**config.mk**
```make
export PLATFORM = sky130hd
export DESIGN_NAME = vec_control_unit
export DESIGN_NICKNAME = d
export VERILOG_FILES = /design/src/vec_isa_pkg.sv /design/src/vec_ctrl_pkg.sv /design/src/vec_control_unit.sv /design/src/vec_ctrl_gen.sv /design/src/vec_issue_queue.sv /design/src/vec_op_decoder.sv
export SDC_FILE = /design/constraint.sdc
export NUM_CORES = 1
export LEC_CHECK = 0
export ABC_AREA = 1
export BUFFER_PORTS_ARGS = -buffer_cell sky130_fd_sc_hd__buf_4
export CORE_ASPECT_RATIO = 2
export CORE_MARGIN = 10
export CORE_UTILIZATION = 40
export DETAILED_ROUTE_END_ITERATION = 10
export PLACE_DENSITY_LB_ADDON = 0.08
export SYNTH_ARGS = -nofsm -noshare
export SYNTH_HDL_FRONTEND = slang
export SYNTH_SLANG_ARGS = --single-unit
```
**constraint.sdc**
```tcl
create_clock -name clk -period 3.76 [get_ports clk]
set_clock_uncertainty 0.15 [all_clocks]
set_input_delay 0.752 -clock clk [delete_from_list [all_inputs] [get_ports clk]]
set_output_delay 0.752 -clock clk [all_outputs]
set_load 0.02 [all_outputs]
```
**src/vec_isa_pkg.sv**
```systemverilog
// --------------------------------------------------------------------------
// vector ISA encoding
// opcode, funct3 category and funct6 codes of the kept vector integer
// operations, plus the bit positions of the instruction fields
// --------------------------------------------------------------------------
package vec_isa_pkg;

  typedef logic [31:0] instr_t;
  typedef logic [4:0]  reg_idx_t;

  // major opcodes, only VECTOR is decoded by this front end
  typedef enum logic [6:0] {
    LOAD_FP  = 7'b0000111,
    STORE_FP = 7'b0100111,
    VECTOR   = 7'b1010111
  } opcode_t;

  typedef enum logic [2:0] {
    OPIVV = 3'b000,
    OPMVV = 3'b010,
    OPIVI = 3'b011,
    OPIVX = 3'b100,
    OPMVX = 3'b110,
    OPCFG = 3'b111
  } vfunct3_t;

  // integer category funct6 codes
  typedef enum logic [5:0] {
    VADD   = 6'b000000,
    VSUB   = 6'b000010,
    VRSUB  = 6'b000011,
    VMINU  = 6'b000100,
    VMIN   = 6'b000101,
    VMAXU  = 6'b000110,
    VMAX   = 6'b000111,
    VAND   = 6'b001001,
    VOR    = 6'b001010,
    VXOR   = 6'b001011,
    VMSEQ  = 6'b011000,
    VMSNE  = 6'b011001,
    VMSLTU = 6'b011010,
    VMSLT  = 6'b011011,
    VSLL   = 6'b100101,
    VSRL   = 6'b101000,
    VSRA   = 6'b101001
  } vopi_t;

  // mask/multiply category funct6 codes
  typedef enum logic [5:0] {
    VREDSUM  = 6'b000000,
    VDIVU    = 6'b100000,
    VDIV     = 6'b100001,
    VMUL     = 6'b100101,
    VMULH    = 6'b100111,
    VWADDU   = 6'b110000,
    VWADD    = 6'b110001,
    VWADDU_W = 6'b110100
  } vopm_t;

  // low bit of each field in the instruction word
  localparam int VD_LSB     = 7;
  localparam int FUNCT3_LSB = 12;
  localparam int VS1_LSB    = 15;
  localparam int VS2_LSB    = 20;
  localparam int FUNCT6_LSB = 26;

endpackage

```
**src/vec_ctrl_pkg.sv**
```systemverilog
// --------------------------------------------------------------------------
// vector control types
// decoded operation, execution control encodings, the decoded entry
// carried through the issue queue and the queue sizing
// --------------------------------------------------------------------------
package vec_ctrl_pkg;

  typedef enum logic [7:0] {
    BAD_OP,
    OP_VADD,
    OP_VSUB,
    OP_VRSUB,
    OP_VMINU,
    OP_VMIN,
    OP_VMAXU,
    OP_VMAX,
    OP_VAND,
    OP_VOR,
    OP_VXOR,
    OP_VMSEQ,
    OP_VMSNE,
    OP_VMSLTU,
    OP_VMSLT,
    OP_VSLL,
    OP_VSRL,
    OP_VSRA,
    OP_VREDSUM,
    OP_VMUL,
    OP_VMULH,
    OP_VDIVU,
    OP_VDIV,
    OP_VWADDU,
    OP_VWADD,
    OP_VWADDU_W
  } vec_op_t;

  typedef enum logic [2:0] {
    SEW8  = 3'd0,
    SEW16 = 3'd1,
    SEW32 = 3'd2
  } sew_t;

  typedef enum logic [1:0] {ARITH, RED, MUL, DIV} fu_type_t;

  typedef enum logic [3:0] {
    VALU_ADD,
    VALU_SUB,
    VALU_AND,
    VALU_OR,
    VALU_XOR,
    VALU_MM,
    VALU_COMP,
    VALU_SLL,
    VALU_SRL,
    VALU_SRA,
    VALU_NONE
  } aluop_t;

  typedef enum logic {UNSIGNED = 1'b0, SIGNED = 1'b1} sign_t;

  // where the first operand comes from: vector reg, scalar reg or immediate
  typedef enum logic [1:0] {V, X, I} src_type_t;

  typedef struct packed {
    vec_op_t               op;
    sew_t                  sew;
    vec_isa_pkg::reg_idx_t vd;
    vec_isa_pkg::reg_idx_t vs1;
    vec_isa_pkg::reg_idx_t vs2;
    src_type_t             rs1_type;
    logic                  illegal;
  } vec_decoded_t;

  localparam int QUEUE_DEPTH = 4;
  localparam int QUEUE_AW    = 2;

endpackage

```
**src/vec_control_unit.sv**
```systemverilog
// --------------------------------------------------------------------------
// vector decode front end
// decoder, issue queue and execution control generator in series
// --------------------------------------------------------------------------
`timescale 1ns/1ns

module vec_control_unit
  import vec_isa_pkg::*;
  import vec_ctrl_pkg::*;
(
  input  logic      clk,
  input  logic      reset,
  input  logic      instr_valid,
  input  instr_t    instr,
  input  sew_t      vtype_sew,
  input  logic      stall,
  output logic      full,
  output logic      ctrl_valid,
  output vec_op_t   ctrl_op,
  output fu_type_t  fu_type,
  output aluop_t    aluop,
  output sew_t      eew,
  output sew_t      vs2_sew,
  output sign_t     is_signed,
  output logic      single_bit_op,
  output logic      illegal,
  output reg_idx_t  vd,
  output reg_idx_t  vs1,
  output reg_idx_t  vs2,
  output src_type_t rs1_type
);

  logic         push;
  logic         pop;
  logic         avail;
  vec_decoded_t entry;
  vec_decoded_t head;

  vec_op_decoder vec_op_decoder_i (
    .instr_valid (instr_valid),
    .instr       (instr),
    .vtype_sew   (vtype_sew),
    .push        (push),
    .entry       (entry)
  );

  vec_issue_queue vec_issue_queue_i (
    .clk   (clk),
    .reset (reset),
    .push  (push),
    .entry (entry),
    .pop   (pop),
    .full  (full),
    .avail (avail),
    .head  (head)
  );

  vec_ctrl_gen vec_ctrl_gen_i (
    .clk           (clk),
    .reset         (reset),
    .stall         (stall),
    .avail         (avail),
    .head          (head),
    .pop           (pop),
    .ctrl_valid    (ctrl_valid),
    .ctrl_op       (ctrl_op),
    .fu_type       (fu_type),
    .aluop         (aluop),
    .eew           (eew),
    .vs2_sew       (vs2_sew),
    .is_signed     (is_signed),
    .single_bit_op (single_bit_op),
    .illegal       (illegal),
    .vd            (vd),
    .vs1           (vs1),
    .vs2           (vs2),
    .rs1_type      (rs1_type)
  );

endmodule

```
**src/vec_ctrl_gen.sv**
```systemverilog
// --------------------------------------------------------------------------
// vector execution control generator
// pops the queue head when not stalled and registers the unit, ALU op,
// widths, signedness and operand controls for the execute stage
// --------------------------------------------------------------------------
`timescale 1ns/1ns

module vec_ctrl_gen
  import vec_isa_pkg::*;
  import vec_ctrl_pkg::*;
(
  input  logic         clk,
  input  logic         reset,
  input  logic         stall,
  input  logic         avail,
  input  vec_decoded_t head,
  output logic         pop,
  output logic         ctrl_valid,
  output vec_op_t      ctrl_op,
  output fu_type_t     fu_type,
  output aluop_t       aluop,
  output sew_t         eew,
  output sew_t         vs2_sew,
  output sign_t        is_signed,
  output logic         single_bit_op,
  output logic         illegal,
  output reg_idx_t     vd,
  output reg_idx_t     vs1,
  output reg_idx_t     vs2,
  output src_type_t    rs1_type
);

  fu_type_t fu_next;
  aluop_t   alu_next;
  sign_t    sign_next;
  logic     widen_vd;
  logic     widen_vs2;

  // double the element width, 32 is the widest supported
  function automatic sew_t widen(input sew_t sew);
    widen = (sew == SEW8) ? SEW16 : SEW32;
  endfunction

  assign pop = avail && !stall;

  assign widen_vd  = head.op inside {OP_VWADDU, OP_VWADD, OP_VWADDU_W};
  assign widen_vs2 = (head.op == OP_VWADDU_W);

  always_comb begin
    case (head.op)
      OP_VREDSUM:        fu_next = RED;
      OP_VMUL, OP_VMULH: fu_next = MUL;
      OP_VDIVU, OP_VDIV: fu_next = DIV;
      default:           fu_next = ARITH;
    endcase
  end

  always_comb begin
    case (head.op)
      OP_VADD, OP_VREDSUM, OP_VWADDU, OP_VWADD, OP_VWADDU_W: alu_next = VALU_ADD;
      OP_VSUB, OP_VRSUB:                                     alu_next = VALU_SUB;
      OP_VAND:                                               alu_next = VALU_AND;
      OP_VOR:                                                alu_next = VALU_OR;
      OP_VXOR:                                               alu_next = VALU_XOR;
      OP_VMINU, OP_VMIN, OP_VMAXU, OP_VMAX:                  alu_next = VALU_MM;
      OP_VMSEQ, OP_VMSNE, OP_VMSLTU, OP_VMSLT:               alu_next = VALU_COMP;
      OP_VSLL:                                               alu_next = VALU_SLL;
      OP_VSRL:                                               alu_next = VALU_SRL;
      OP_VSRA:                                               alu_next = VALU_SRA;
      // mul/div units and illegal entries do not use the ALU
      default:                                               alu_next = VALU_NONE;
    endcase
  end

  always_comb begin
    case (head.op)
      OP_VADD, OP_VSUB, OP_VRSUB, OP_VMIN, OP_VMAX, OP_VMSEQ, OP_VMSNE, OP_VMSLT,
      OP_VREDSUM, OP_VMUL, OP_VMULH, OP_VDIV, OP_VWADD: sign_next = SIGNED;
      default:                                          sign_next = UNSIGNED;
    endcase
  end

  always_ff @(posedge clk) begin
    if (reset) begin
      ctrl_valid <= 1'b0;
    end else begin
      ctrl_valid <= pop;
    end
  end

  // controls hold their last values while stalled
  always_ff @(posedge clk) begin
    if (pop) begin
      ctrl_op       <= head.op;
      fu_type       <= fu_next;
      aluop         <= alu_next;
      is_signed     <= sign_next;
      single_bit_op <= head.op inside {OP_VMSEQ, OP_VMSNE, OP_VMSLTU, OP_VMSLT};
      eew           <= widen_vd ? widen(head.sew) : head.sew;
      vs2_sew       <= widen_vs2 ? widen(head.sew) : head.sew;
      illegal       <= head.illegal;
      vd            <= head.vd;
      vs1           <= head.vs1;
      vs2           <= head.vs2;
      rs1_type      <= head.rs1_type;
    end
  end

endmodule

```
**src/vec_issue_queue.sv**
```systemverilog
// --------------------------------------------------------------------------
// vector issue queue
// in-order circular buffer of decoded entries between the decoder and
// the control generator, drained one entry per pop
// --------------------------------------------------------------------------
`timescale 1ns/1ns

module vec_issue_queue
  import vec_ctrl_pkg::*;
(
  input  logic         clk,
  input  logic         reset,
  input  logic         push,
  input  vec_decoded_t entry,
  input  logic         pop,
  output logic         full,
  output logic         avail,
  output vec_decoded_t head
);

  vec_decoded_t        mem [QUEUE_DEPTH];
  logic [QUEUE_AW-1:0] wr_ptr;
  logic [QUEUE_AW-1:0] rd_ptr;
  logic [QUEUE_AW:0]   count;
  logic                do_push;
  logic                do_pop;

  // a push while full is dropped here, the sender must hold off
  assign do_push = push && !full;
  assign do_pop  = pop && avail;

  assign full  = (count == (QUEUE_AW + 1)'(QUEUE_DEPTH));
  assign avail = (count != '0);
  assign head  = mem[rd_ptr];

  always_ff @(posedge clk) begin
    if (do_push) begin
      mem[wr_ptr] <= entry;
    end
  end

  // pointers wrap on their own since the depth is a power of two
  always_ff @(posedge clk) begin
    if (reset) begin
      wr_ptr <= '0;
      rd_ptr <= '0;
      count  <= '0;
    end else begin
      if (do_push) begin
        wr_ptr <= wr_ptr + 1'b1;
      end
      if (do_pop) begin
        rd_ptr <= rd_ptr + 1'b1;
      end
      case ({do_push, do_pop})
        2'b10:   count <= count + 1'b1;
        2'b01:   count <= count - 1'b1;
        default: count <= count;
      endcase
    end
  end

endmodule

```
**src/vec_op_decoder.sv**
```systemverilog
// --------------------------------------------------------------------------
// vector operation decoder
// splits one instruction into its fields, checks funct6 against the
// allowed funct3 categories and produces the decoded queue entry
// --------------------------------------------------------------------------
`timescale 1ns/1ns

module vec_op_decoder
  import vec_isa_pkg::*;
  import vec_ctrl_pkg::*;
(
  input  logic         instr_valid,
  input  instr_t       instr,
  input  sew_t         vtype_sew,
  output logic         push,
  output vec_decoded_t entry
);

  opcode_t   opcode;
  vfunct3_t  funct3;
  vopi_t     funct6_opi;
  vopm_t     funct6_opm;
  logic      is_vopi;
  logic      is_vopm;
  logic      f3_vv_vx;
  logic      f3_vx_vi;
  logic      f3_mvv;
  vec_op_t   op;
  src_type_t rs1_type;

  assign opcode     = opcode_t'(instr[6:0]);
  assign funct3     = vfunct3_t'(instr[FUNCT3_LSB +: 3]);
  assign funct6_opi = vopi_t'(instr[FUNCT6_LSB +: 6]);
  assign funct6_opm = vopm_t'(instr[FUNCT6_LSB +: 6]);

  assign is_vopi = (opcode == VECTOR) && (funct3 inside {OPIVV, OPIVX, OPIVI});
  assign is_vopm = (opcode == VECTOR) && (funct3 inside {OPMVV, OPMVX});

  // legal category subsets
  assign f3_vv_vx = (funct3 == OPIVV) || (funct3 == OPIVX);
  assign f3_vx_vi = (funct3 == OPIVX) || (funct3 == OPIVI);
  assign f3_mvv   = (funct3 == OPMVV);

  always_comb begin
    op = BAD_OP;
    if (is_vopi) begin
      case (funct6_opi)
        VADD:    op = OP_VADD;
        VSUB:    op = f3_vv_vx ? OP_VSUB : BAD_OP;
        VRSUB:   op = f3_vx_vi ? OP_VRSUB : BAD_OP;
        VMINU:   op = f3_vv_vx ? OP_VMINU : BAD_OP;
        VMIN:    op = f3_vv_vx ? OP_VMIN : BAD_OP;
        VMAXU:   op = f3_vv_vx ? OP_VMAXU : BAD_OP;
        VMAX:    op = f3_vv_vx ? OP_VMAX : BAD_OP;
        VAND:    op = OP_VAND;
        VOR:     op = OP_VOR;
        VXOR:    op = OP_VXOR;
        VMSEQ:   op = OP_VMSEQ;
        VMSNE:   op = OP_VMSNE;
        // no immediate form for the less-than compares
        VMSLTU:  op = f3_vv_vx ? OP_VMSLTU : BAD_OP;
        VMSLT:   op = f3_vv_vx ? OP_VMSLT : BAD_OP;
        VSLL:    op = OP_VSLL;
        VSRL:    op = OP_VSRL;
        VSRA:    op = OP_VSRA;
        default: op = BAD_OP;
      endcase
    end else if (is_vopm) begin
      case (funct6_opm)
        VREDSUM:  op = f3_mvv ? OP_VREDSUM : BAD_OP;
        VDIVU:    op = OP_VDIVU;
        VDIV:     op = OP_VDIV;
        VMUL:     op = OP_VMUL;
        VMULH:    op = OP_VMULH;
        VWADDU:   op = OP_VWADDU;
        VWADD:    op = OP_VWADD;
        VWADDU_W: op = OP_VWADDU_W;
        default:  op = BAD_OP;
      endcase
    end
  end

  always_comb begin
    case (funct3)
      OPIVX, OPMVX: rs1_type = X;
      OPIVI:        rs1_type = I;
      default:      rs1_type = V;
    endcase
  end

  assign push  = instr_valid;
  assign entry = '{
    op:       op,
    sew:      vtype_sew,
    vd:       reg_idx_t'(instr[VD_LSB +: 5]),
    vs1:      reg_idx_t'(instr[VS1_LSB +: 5]),
    vs2:      reg_idx_t'(instr[VS2_LSB +: 5]),
    rs1_type: rs1_type,
    illegal:  (op == BAD_OP)
  };

endmodule
```
== Yosys cells after proc, flatten, opt, wreduce, memory -nomap -nowiden ==
Memory sizes are Yosys's and may differ from the RTL's. A register that Yosys moved wholly into a read port is not among the register bits.
Index checks and enable logic that the tools add are counted.

* RAM bits: 116
* Word-level logic and storage cells: 111
* Register bits: 43
* Output and inout bits: 42
* Memory bits (read-only): 160
* Input port bits: 39
* Memories kept: 3

{| class="wikitable"
|+ Memory list
! name !! words !! bits a word !! rd ports !! clocked after memory_dff !! write ports !! RTL line !! source
|-
| (no name shown) || 32 || 4 || 1 || 1 || 0 || vec_ctrl_gen.sv:59 || <nowiki>case (head.op)</nowiki>
|-
| vec_issue_queue_i.mem || 4 || 29 || 1 || 1 || 1 || vec_issue_queue.sv:21 || <nowiki>vec_decoded_t mem [QUEUE_DEPTH];</nowiki>
|-
| (no name shown) || 32 || 1 || 1 || 1 || 0 || vec_ctrl_gen.sv:76 || <nowiki>case (head.op)</nowiki>
|}

* Reductions and logical operators: 25
* Mux-type cells: 23
* Equal/unequal tests: 42
* Add/sub/neg operators: 4

{| class="wikitable"
|+ Operator list
! kind !! count
|-
| 8-bit one-hot mux with 17 select lines || 1
|-
| 8-bit by 5-bit equality test with 1-bit output (second input constant) || 8
|-
| 8-bit one-hot mux with 8 select lines || 1
|-
| 6-bit equality test (second input constant) || 9
|-
| 8-bit by 4-bit equality test with 1-bit output (second input constant) || 4
|-
| 6-bit by 3-bit equality test with 1-bit output (second input constant) || 4
|-
| 6-bit by 5-bit equality test with 1-bit output (second input constant) || 4
|-
| 6-bit by 4-bit equality test with 1-bit output (second input constant) || 3
|-
| 3-bit 2-to-1 mux || 6
|-
| 8-bit 2-to-1 mux || 2
|-
| 6-bit by 2-bit equality test with 1-bit output (second input constant) || 2
|-
| 2-bit 2-to-1 mux || 5
|-
| 3-bit equality test (second input constant) || 3
|-
| 3-bit zero test || 3
|-
| 3-bit nonzero test || 3
|-
| 8-bit zero test || 1
|-
| 4-bit 2-to-1 mux || 2
|-
| 7-bit equality test (second input constant) || 1
|-
| 3-bit by 2-bit equality test with 1-bit output (second input constant) || 2
|-
| 6-bit zero test || 1
|-
| 2-bit one-hot mux with 3 select lines || 1
|-
| 3-bit one-hot mux with 2 select lines || 1
|-
| 2-bit OR reduction || 3
|-
| 1-bit logical AND || 5
|-
| 12 further kinds || 19
|}

== Logic depth before layout (Yosys ltp) ==
Gate-level depths: netlist (run 1).

* Word-level depth: 6
* Depth in mapped cells: 12
* Depth with buffers taken out: 11

== Cells and area by module ==
A second synthesis (run 1) with hierarchy kept.

* Cell total of the unflattened synthesis: 631
* Area total of the unflattened synthesis: 7,464.7 um^2

{| class="wikitable"
|+ Modules (own cells, without submodules)
! module !! seq. area each (um^2) !! area an instance (um^2) !! instances !! cells an instance
|-
| vec_issue_queue || 3,663.5 || 5,093.6 || 1 || 350
|-
| vec_ctrl_gen || 1,221.2 || 1,595.3 || 1 || 126
|-
| vec_op_decoder || 0.0 || 775.7 || 1 || 155
|}

== Worst setup path before layout (run 1) ==
OpenSTA, ideal clock, no wires.

* Path type: input to register
* Start: input port stall
* End: register vec_issue_queue_i.count[2]
* Data required time: 3.552 ns
* Library setup time: 0.058 ns
* Stages on the path: 8
* Setup slack: -0.124 ns
* Arrival time: 3.676 ns
* Cells stage by stage: nor2_1 > ha_1 > inv_1 > fa_1 > a21oi_1 > o21ai_0 > a21oi_1 > o21a_1

* Cells in the longest elaborated chain, start to end: 5
* Elaborated cells between the ends (all ways): 7
* Classes of those cells: eq/ne: 2; mux: 1; reduce/logical: 4

{| class="wikitable"
|+ Ends and longest elaborated chain
! item !! RTL line !! source
|-
| from (decl) || vec_control_unit.sv:16 || <nowiki>input logic stall,</nowiki>
|-
| 1-bit zero test (*) || vec_ctrl_gen.sv:44 || <nowiki>assign pop = avail && !stall;</nowiki>
|-
| 1-bit logical AND (*) || vec_ctrl_gen.sv:44 ||
|-
| 1-bit logical AND (*) || vec_issue_queue.sv:30 || <nowiki>assign do_pop = pop && avail;</nowiki>
|-
| 2-bit by 1-bit equality test with 1-bit output or 2-bit equality test (tied branches) || vec_issue_queue.sv:55 || <nowiki>case ({do_push, do_pop})</nowiki>
|-
| 3-bit one-hot mux with 2 select lines or 2-bit nonzero test (tied branches) || - ||
|-
| to (signal assigned) || vec_issue_queue.sv:56 || <nowiki>2'b10: count <= count + 1'b1;</nowiki>
|-
| to (signal assigned) || vec_issue_queue.sv:57 || <nowiki>2'b01: count <= count - 1'b1;</nowiki>
|-
| to (signal assigned) || vec_issue_queue.sv:58 || <nowiki>default: count <= count;</nowiki>
|-
| to (decl) || vec_issue_queue.sv:24 || <nowiki>logic [QUEUE_AW:0] count;</nowiki>
|}

Mark *: on every way between the ends. The rest lies on a longest branch, timed or not.
A chain may end at the register's enable or synchronous reset.

==> metrics.yaml, run 1 <==
layout:
  multi_input_comb_area_um2: 1730
  fraction_of_final_layout_cells_with_drive_strength_greater_than_1_pct: 21.2
  area.sequential_um2: 4440
  num_antenna_cells: 0
  area.growth.synth_to_final_pct: 22.4
  stdcell_count: 860
  fin_nets: 691
  n_fill_cell: 1457
job:
  drv_cap: 0
sta:
  post-route-worst-setup-slack_ns: 1.31
  final_hold_viol_count: 0
  timing.setup.tns_ns: 0
  fin_worst_hold_slack_ns: 0.357
  max_slew.worst_pin.slew_ns: 0.754
  timing.final.setup_violations: 0
  worst_rel_slew_slack_pct: 49.7
  finalCritPeriodShare_pct: 65.1
  max_slew_violation_total_from_the_final_report: 0
  unrepaired_setup_endpoints_after_global_routing: "false"
  fmax_ghz: 0.409
  layout_min_cycle_time_ns: 2.45
synthesis:
  netlist-cell-type-count: 41
  synth_seq_cells: 151
  yosysMostFrequentCell: "sky130_fd_sc_hd__edfxtp_1"
  synth_largest_area_cell: "sky130_fd_sc_hd__edfxtp_1"
  synthesis.instances: 562
  async_flop_share_pct: 0
  postSynth.topFlopCell: "sky130_fd_sc_hd__edfxtp_1"
  synth.yosys.warnings: 0
  synthesis.area_per_instance_um2: 11.4
  synth_top_cells_by_count: "141 x sky130_fd_sc_hd__edfxtp_1, 92 x sky130_fd_sc_hd__nand2_1, 88 x sky130_fd_sc_hd__nor2_1"
  synth.cell_area_um2: 6430
  synth_top_area_share_pct: 65.8
  yosys-top-cells-area: "sky130_fd_sc_hd__edfxtp_1 66%, sky130_fd_sc_hd__nand2_1 5.4%, sky130_fd_sc_hd__nor2_1 5.1%, sky130_fd_sc_hd__o21ai_0 3.5%, sky130_fd_sc_hd__dfxtp_1 3.1%"
  synth-edff-count: 141
  synth_sequential_area_ratio_pct: 68.9
pwr:
  power_density_normalized_to_cell_area_nw_per_um2: 718
  finalPower_mw: 5.65
  p_leak_nw: 3.07
  power.ir.vdd_worst_mv: 0.307
floorplanning:
  floorplan.core_area_um2: 15800
  initial_utilization_pct: 40.8
  design.die.area_um2: 21900
  die_width_um: 110
  pin_count: 81
  die-height_um: 199
  row_count: 65
setup_path:
  crit_path_start_kind: "flop"
  cp_max_fo: 28
  critPathRequiredTime_ns: 3.78
  crit_type: "flop to flop"
  timing.critical_path.arrival_ns: 2.46
  setup.worst_path.end_class: "flop"
hold_path:
  timing.hold.worst.class: "flop to flop"
place:
  number_of_input_and_output_port_buffers_inserted: 76
  hpwlAfterDp_um: 9410
  dp.cells: 828
  routabilityCongestion: 0.866
  pre_cts_ws_ns: 1.08
cts:
  count_of_instances_resized_after_the_clock_tree_is_built: 0
  clk_buf_depth: 2
  clk_pin_slew_ns: 0.06
  post_cts_buffers: 0
  cts_made_buffers: 17
  post_cts_hold_buffer_count: 0
  clkSinkCount: 151
  cts_tree: "yes"
  worstSkewPairLatency_ns: 0.41
  cts.htree.levels: 4
  cts.root.buffer_cell: "sky130_fd_sc_hd__clkbuf_16"
detailed_routing:
  detail_route.vias_per_cell: 5.07
  drt_drc_violations_left: 0
  drt_first_iter_violations: 299
  drt_wl_total_um: 14000
  final_antenna_net_count: 0
  num_vias: 4360
  drt_pre_antenna_iters: 7
  avgRoutedWirePerCell_um: 16.3
global_routing:
  vias_in_the_first_global_route: 4380
  grt_start_max_net_pins: 53
  grt.overflow.total: 0
  antenna_found_initial: 0
  grt.total_usage_pct: 13.4
  grt_first_pass_wirelength_um: 22300
status:
  run_status: "finished, final reports clean"
stage by stage:
step,util (%),cell area [µm²]
2_1_floorplan,-,6440
3_3_place_gp,45.8,7220
3_5_place_dp,45.8,7220
4_1_cts,49.9,7870
5_1_grt,49.9,7870
6_report,49.9,7870
cells in the final DEF, fill, tap and decap left out, types with 9 or more instances in the layout:
master,Yosys,layout
sky130_fd_sc_hd__dfxtp_1,10,9
sky130_fd_sc_hd__nand3_1,38,38
sky130_fd_sc_hd__nand2_1,92,92
sky130_fd_sc_hd__nor2_1,88,83
sky130_fd_sc_hd__a21oi_1,16,16
sky130_fd_sc_hd__o21ai_0,45,45
sky130_fd_sc_hd__clkbuf_16,0,17
sky130_fd_sc_hd__inv_1,36,36
sky130_fd_sc_hd__o22ai_1,20,20
sky130_fd_sc_hd__edfxtp_1,141,141
sky130_fd_sc_hd__buf_4,5,84
path summary, 6_finish.rpt:
check | start | endpoint | slack (ns) | depth (start not counted)
hold reg to reg | vec_issue_queue_i.count[0]$_SDFFE_PP0P_ | vec_issue_queue_i.count[0]$_SDFFE_PP0P_ | 0.36 | 2
hold / removal | vec_issue_queue_i.count[0]$_SDFFE_PP0P_ | vec_issue_queue_i.count[0]$_SDFFE_PP0P_ | 0.36 | 2
setup / recovery | flop | vec_ctrl_gen_i.eew[0]$_DFFE_PP_ | 1.31 | 10
setup reg to reg | flop | vec_ctrl_gen_i.eew[0]$_DFFE_PP_ | 1.31 | 10
worst max-delay path, cell delays in order (launching register included):
cell and delay, ns:
sky130_fd_sc_hd__dfxtp_2 0.71, sky130_fd_sc_hd__buf_4 0.41, sky130_fd_sc_hd__nand2_1 0.08, sky130_fd_sc_hd__nand3_1 0.14, sky130_fd_sc_hd__nand2_4 0.14, sky130_fd_sc_hd__nor2_4 0.15
sky130_fd_sc_hd__nand3_1 0.08, sky130_fd_sc_hd__nand2_1 0.09, sky130_fd_sc_hd__nand2_1 0.09, sky130_fd_sc_hd__nand2_1 0.09, sky130_fd_sc_hd__o21ai_1 0.06
layer usage:
layer | vias to the layer above | GRT usage, % | share of wire [%]
met5 | - | 0 | 0
met2 | 109 | 24.4 | 55
met4 | 0 | 6.64 | 3.0
met3 | 30 | 3.61 | 4.8
met1 | 2092 | 13.5 | 37
li1 | 2129 | - | -
logic make-up after synthesis:
| logic type | after synthesis | synth area share (%) |
|---|---|---|
| flops | 151 | 68.9 |
| buf+inv | 65 | 4.86 |
| other cells | 1 | 0.0583 |
| compound gates | 95 | 8.38 |
| simple gates | 244 | 16.5 |
| fa+ha+maj | 6 | 1.28 |
area by class of cell:
cell class / instances / area share (%)
Sequential cell: 151 / 56.3
Multi-Input combinational cell: 348 / 22.0
Timing Repair Buffer: 84 / 8.01
Clock buffer: 18 / 5.45
Tap cell: 201 / 3.19
Clock inverter: 14 / 2.81
Inverter: 44 / 2.19
where the power goes:
part / internal [mW] / leakage (nW) / switching [mW]
Clock: 1.18 / 0.308 / 0.661
Sequential: 2.22 / 1.38 / 0.109
Combinational: 0.489 / 1.38 / 0.989
Total: 3.89 / 3.07 / 1.76
registers in the layout, indices dropped and copies added, names as in the netlist, named ones only:
register and flops:
vec_ctrl_gen_i.ctrl_valid 1, vec_ctrl_gen_i.vs2 5, vec_ctrl_gen_i.vs2_sew 3, vec_ctrl_gen_i.aluop 4, vec_ctrl_gen_i.rs1_type 2, vec_issue_queue_i.mem 104, vec_ctrl_gen_i.vd 5, vec_ctrl_gen_i.illegal 1
vec_issue_queue_i.count 3, vec_ctrl_gen_i.fu_type 2, vec_ctrl_gen_i.is_signed 1, vec_ctrl_gen_i.ctrl_op 5, vec_ctrl_gen_i.eew 3, vec_ctrl_gen_i.vs1 5, vec_issue_queue_i.rd_ptr 2, vec_issue_queue_i.wr_ptr 2
vec_ctrl_gen_i.single_bit_op 1
No activity file was read; power rests on OpenSTA's default activity.
==> run 2: changes to the inputs <==
==> constraint.sdc (replaced) <==
create_clock -name clk -period 2.4 [get_ports clk]
set_clock_uncertainty 0.15 [all_clocks]
set_input_delay 0.48 -clock clk [delete_from_list [all_inputs] [get_ports clk]]
set_output_delay 0.48 -clock clk [all_outputs]
set_load 0.02 [all_outputs]
==> run 2 against run 1 <==
  * Non-clock buffer count grew 8
  * Register-to-register slack worse by 1.0 ns
  * Clock-buffer cell count unchanged
  * Hold slack lost 0.26 ns
  * Sequential share of layout area is 0.44 points lower
  * Design area increased by 0.78%
  * Via count grew 0.39%
  * Setup slack got worse by 1.0 ns
  * Critical path depth increased by 1
  * Largest cell class unchanged
  * Largest power group unchanged
==> metrics.yaml, run 2 (synthesis gave the netlist of run 1 again) <==
pwr:
  power_frac_seq_pct: 41.8  # was 41.2%
  power_density_normalized_to_cell_area_nw_per_um2: 1100  # was 718 nW/µm²
  power.ir.vdd_worst_mv: 0.476  # was 0.307 mV
  power_frac_comb_pct: 27.6  # was 26.2%
  p_sw_share_pct: 31.7  # was 31.1%
  p_leak_nw: 3.09  # was 3.07 nW
  intPower_mw: 5.94  # was 3.89 mW
  clk_network_pwr_share_pct: 30.6  # was 32.6%
  switchingPower_mw: 2.76  # was 1.76 mW
  finalPower_mw: 8.70  # was 5.65 mW
global_routing:
  vias_in_the_first_global_route: 4469  # was 4380
  grt.total_usage_pct: 13.3  # was 13.4%
  antenna_found_initial: 0  # unchanged
  grt.overflow.total: 0  # unchanged
  grt_start_max_net_pins: 40  # was 53
  grt_first_pass_wirelength_um: 22100  # was 22300 µm
layout:
  largest_register_ff_count: 104  # unchanged
  layout.cells.most_common_list: "141 x sky130_fd_sc_hd__edfxtp_1, 92 x sky130_fd_sc_hd__nand2_1, 88 x sky130_fd_sc_hd__buf_4"  # was 141 x sky130_fd_sc_hd__edfxtp_1, 92 x sky130_fd_sc_hd__nand2_1, 84 x sky130_fd_sc_hd__buf_4
  num_antenna_cells: 0  # unchanged
  n_fill_cell: 1443  # was 1457
  fraction_of_final_layout_cells_with_drive_strength_greater_than_1_pct: 22.2  # was 21.2%
  fin_nets: 699  # was 691
  final_common_cell: "sky130_fd_sc_hd__edfxtp_1"  # unchanged
  largest-register: "vec_issue_queue_i.mem"  # unchanged
  area.growth.synth_to_final_pct: 23.3  # was 22.4%
floorplanning:
  die_width_um: 110  # unchanged
  die-height_um: 199  # unchanged
  row_count: 65  # unchanged
  pin_count: 81  # unchanged
  design.die.area_um2: 21900  # unchanged
  initial_utilization_pct: 40.8  # unchanged
  floorplan.core_area_um2: 15800  # unchanged
sta:
  timing.final.setup_violations: 0  # unchanged
  max_slew.worst_pin.slew_ns: 0.566  # was 0.754 ns
  worst_rel_slew_slack_pct: 62.2  # was 49.7%
  max_slew_violation_total_from_the_final_report: 0  # unchanged
  unrepaired_setup_endpoints_after_global_routing: "false"  # unchanged
  finalCritPeriodShare_pct: 87.1  # was 65.1%
  fmax_ghz: 0.478  # was 0.409 GHz
  final_hold_viol_count: 0  # unchanged
  layout_min_cycle_time_ns: 2.09  # was 2.45 ns
  post-route-worst-setup-slack_ns: 0.309  # was 1.31 ns
setup_path:
  cp_slowest_stage_delay_ns: 0.57  # was 0.71 ns
  critical-path-top-cell-by-count: "sky130_fd_sc_hd__nand2_1"  # unchanged
  ff_to_ff_path_depth: 11  # was 10
  slack_of_the_worst_reg_to_reg_path_ns: 0.31  # was 1.31 ns
  timing.critical_path.arrival_ns: 2.11  # was 2.46 ns
  crit_type: "flop to flop"  # unchanged
  regToRegEndpoint: "vec_ctrl_gen_i.eew[0]$_DFFE_PP_"  # unchanged
  critical_path.endpoint: "vec_ctrl_gen_i.eew[0]$_DFFE_PP_"  # unchanged
  setup.worst_path.end_class: "flop"  # unchanged
  critPathRequiredTime_ns: 2.41  # was 3.78 ns
  cp_max_fo: 25  # was 28
  worstPathCellList: "inv_8 -> nand2_1 -> nand3_1 -> nand2_4 -> nand2_2 -> inv_2 -> nand2_1 -> nand2_1 -> nand2_1 -> nand2_1 -> o21ai_1"  # was buf_4 -> nand2_1 -> nand3_1 -> nand2_4 -> nor2_4 -> nand3_1 -> nand2_1 -> nand2_1 -> nand2_1 -> o21ai_1
  cp_slowest_cell: "sky130_fd_sc_hd__dfxtp_2"  # unchanged
  crit_path_start_kind: "flop"  # unchanged
cts:
  clk_pin_slew_ns: 0.06  # about the same
  cts.htree.levels: 4  # unchanged
  post_cts_hold_buffer_count: 0  # unchanged
  worstSkewPairLatency_ns: 0.42  # was 0.41 ns
  count_of_instances_resized_after_the_clock_tree_is_built: 0  # unchanged
  clkSinkCount: 151  # unchanged
  post_cts_buffers: 0  # unchanged
  cts_tree: "yes"  # unchanged
  cts_made_buffers: 17  # unchanged
  cts.root.buffer_cell: "sky130_fd_sc_hd__clkbuf_16"  # unchanged
  clk_buf_depth: 2  # unchanged
detailed_routing:
  avgRoutedWirePerCell_um: 16.5  # was 16.3 µm
  final_antenna_net_count: 0  # unchanged
  drt_drc_violations_left: 0  # unchanged
  drt_pre_antenna_iters: 5  # was 7
  drt_first_iter_violations: 207  # was 299
  detail_route.vias_per_cell: 5.04  # was 5.07
  drt_wl_total_um: 14300  # was 14000 µm
  num_vias: 4377  # was 4360
place:
  hpwlAfterDp_um: 9710  # was 9410 µm
  pre_cts_ws_ns: 0.0655  # was 1.08 ns
  routabilityCongestion: 0.846  # was 0.866
  number_of_input_and_output_port_buffers_inserted: 76  # unchanged
status:
  run_status: "finished, final reports clean"  # unchanged
hold_path:
  timing.hold.worst.class: "input pin to flop"  # was flop to flop
job:
  drv_cap: 0  # unchanged
run 2: cell count changes in the layout (fill, tap and decap cells not counted):
cell | before | now
sky130_fd_sc_hd__buf_4 | 84 | 88
sky130_fd_sc_hd__clkinv_2 | 1 | 2
sky130_fd_sc_hd__bufinv_16 | 5 | 3
sky130_fd_sc_hd__clkinv_4 | 2 | 1
sky130_fd_sc_hd__buf_12 | 0 | 4
sky130_fd_sc_hd__clkinvlp_4 | 3 | 5
run 2: worst max-delay path, delay by kind of cell, from the launching register on:
kind	cells	cell delay (ns)
simple gates	8	0.81
flops	1	0.57
buf+inv	2	0.23
compound gates	1	0.06
run 2: final cells by class:
| type | instances | area (µm²) | area share (%) |
|---|---|---|---|
| clock inverters | 14 | 173 | 2.18 |
| well taps | 201 | 251 | 3.17 |
| clock buffers | 18 | 429 | 5.41 |
| multi-input cells | 348 | 1730 | 21.8 |
| repair buffers | 92 | 741 | 9.34 |
| inverters | 44 | 173 | 2.18 |
| flip-flops and latches | 151 | 4440 | 55.9 |
run 2: power by group through the flow:
stage / clock [mW] / combinational (mW) / sequential, mW
floorplan: 0 / 1.32 / 3.95
global placement: 0 / 2.38 / 3.69
detailed placement: 0 / 2.43 / 3.70
CTS: 2.71 / 2.43 / 3.65
global route: 2.81 / 2.66 / 3.69
finish: 2.66 / 2.40 / 3.64
run 2: worst min-delay path by stage:
stage / to / from / cells past startpoint / slack, ns
global route: vec_ctrl_gen_i.ctrl_valid$_SDFF_PP0_ / stall / 2 / 0.09
finish: vec_ctrl_gen_i.ctrl_valid$_SDFF_PP0_ / stall / 2 / 0.10
detailed placement: vec_issue_queue_i.count[0]$_SDFFE_PP0P_ / vec_issue_queue_i.count[0]$_SDFFE_PP0P_ / 2 / 0.35
global placement: vec_issue_queue_i.count[0]$_SDFFE_PP0P_ / vec_issue_queue_i.count[0]$_SDFFE_PP0P_ / 2 / 0.34
CTS: vec_ctrl_gen_i.ctrl_valid$_SDFF_PP0_ / stall / 2 / 0.09
floorplan: vec_issue_queue_i.count[0]$_SDFFE_PP0P_ / vec_issue_queue_i.count[0]$_SDFFE_PP0P_ / 2 / 0.32
run 2: per-layer routing:
| layer | up-vias | routed length, µm | global-route usage [%] |
|---|---|---|---|
| met2 | 106 | 8000 | 25.2 |
| li1 | 2153 | - | - |
| met1 | 2096 | 5200 | 12.7 |
| met5 | - | 0 | 0 |
| met3 | 22 | 757 | 3.23 |
| met4 | 0 | 344 | 6.64 |
run 2: metrics by stage:
| stage | setup TNS [ns] | utilization [%] | hold slack (ns) | area (µm²) | cells |
|---|---|---|---|---|---|
| 2_1_floorplan | -12.03 | - | 0.320 | 6450 | 564 |
| 3_3_place_gp | 0 | 46.5 | 0.340 | 7330 | 836 |
| 3_5_place_dp | 0 | 46.5 | 0.354 | 7330 | 836 |
| 4_1_cts | 0 | 50.3 | 0.0856 | 7930 | 868 |
| 5_1_grt | 0 | 50.3 | 0.0914 | 7930 | 868 |
| 6_report | 0 | 50.3 | 0.101 | 7930 | 868 |
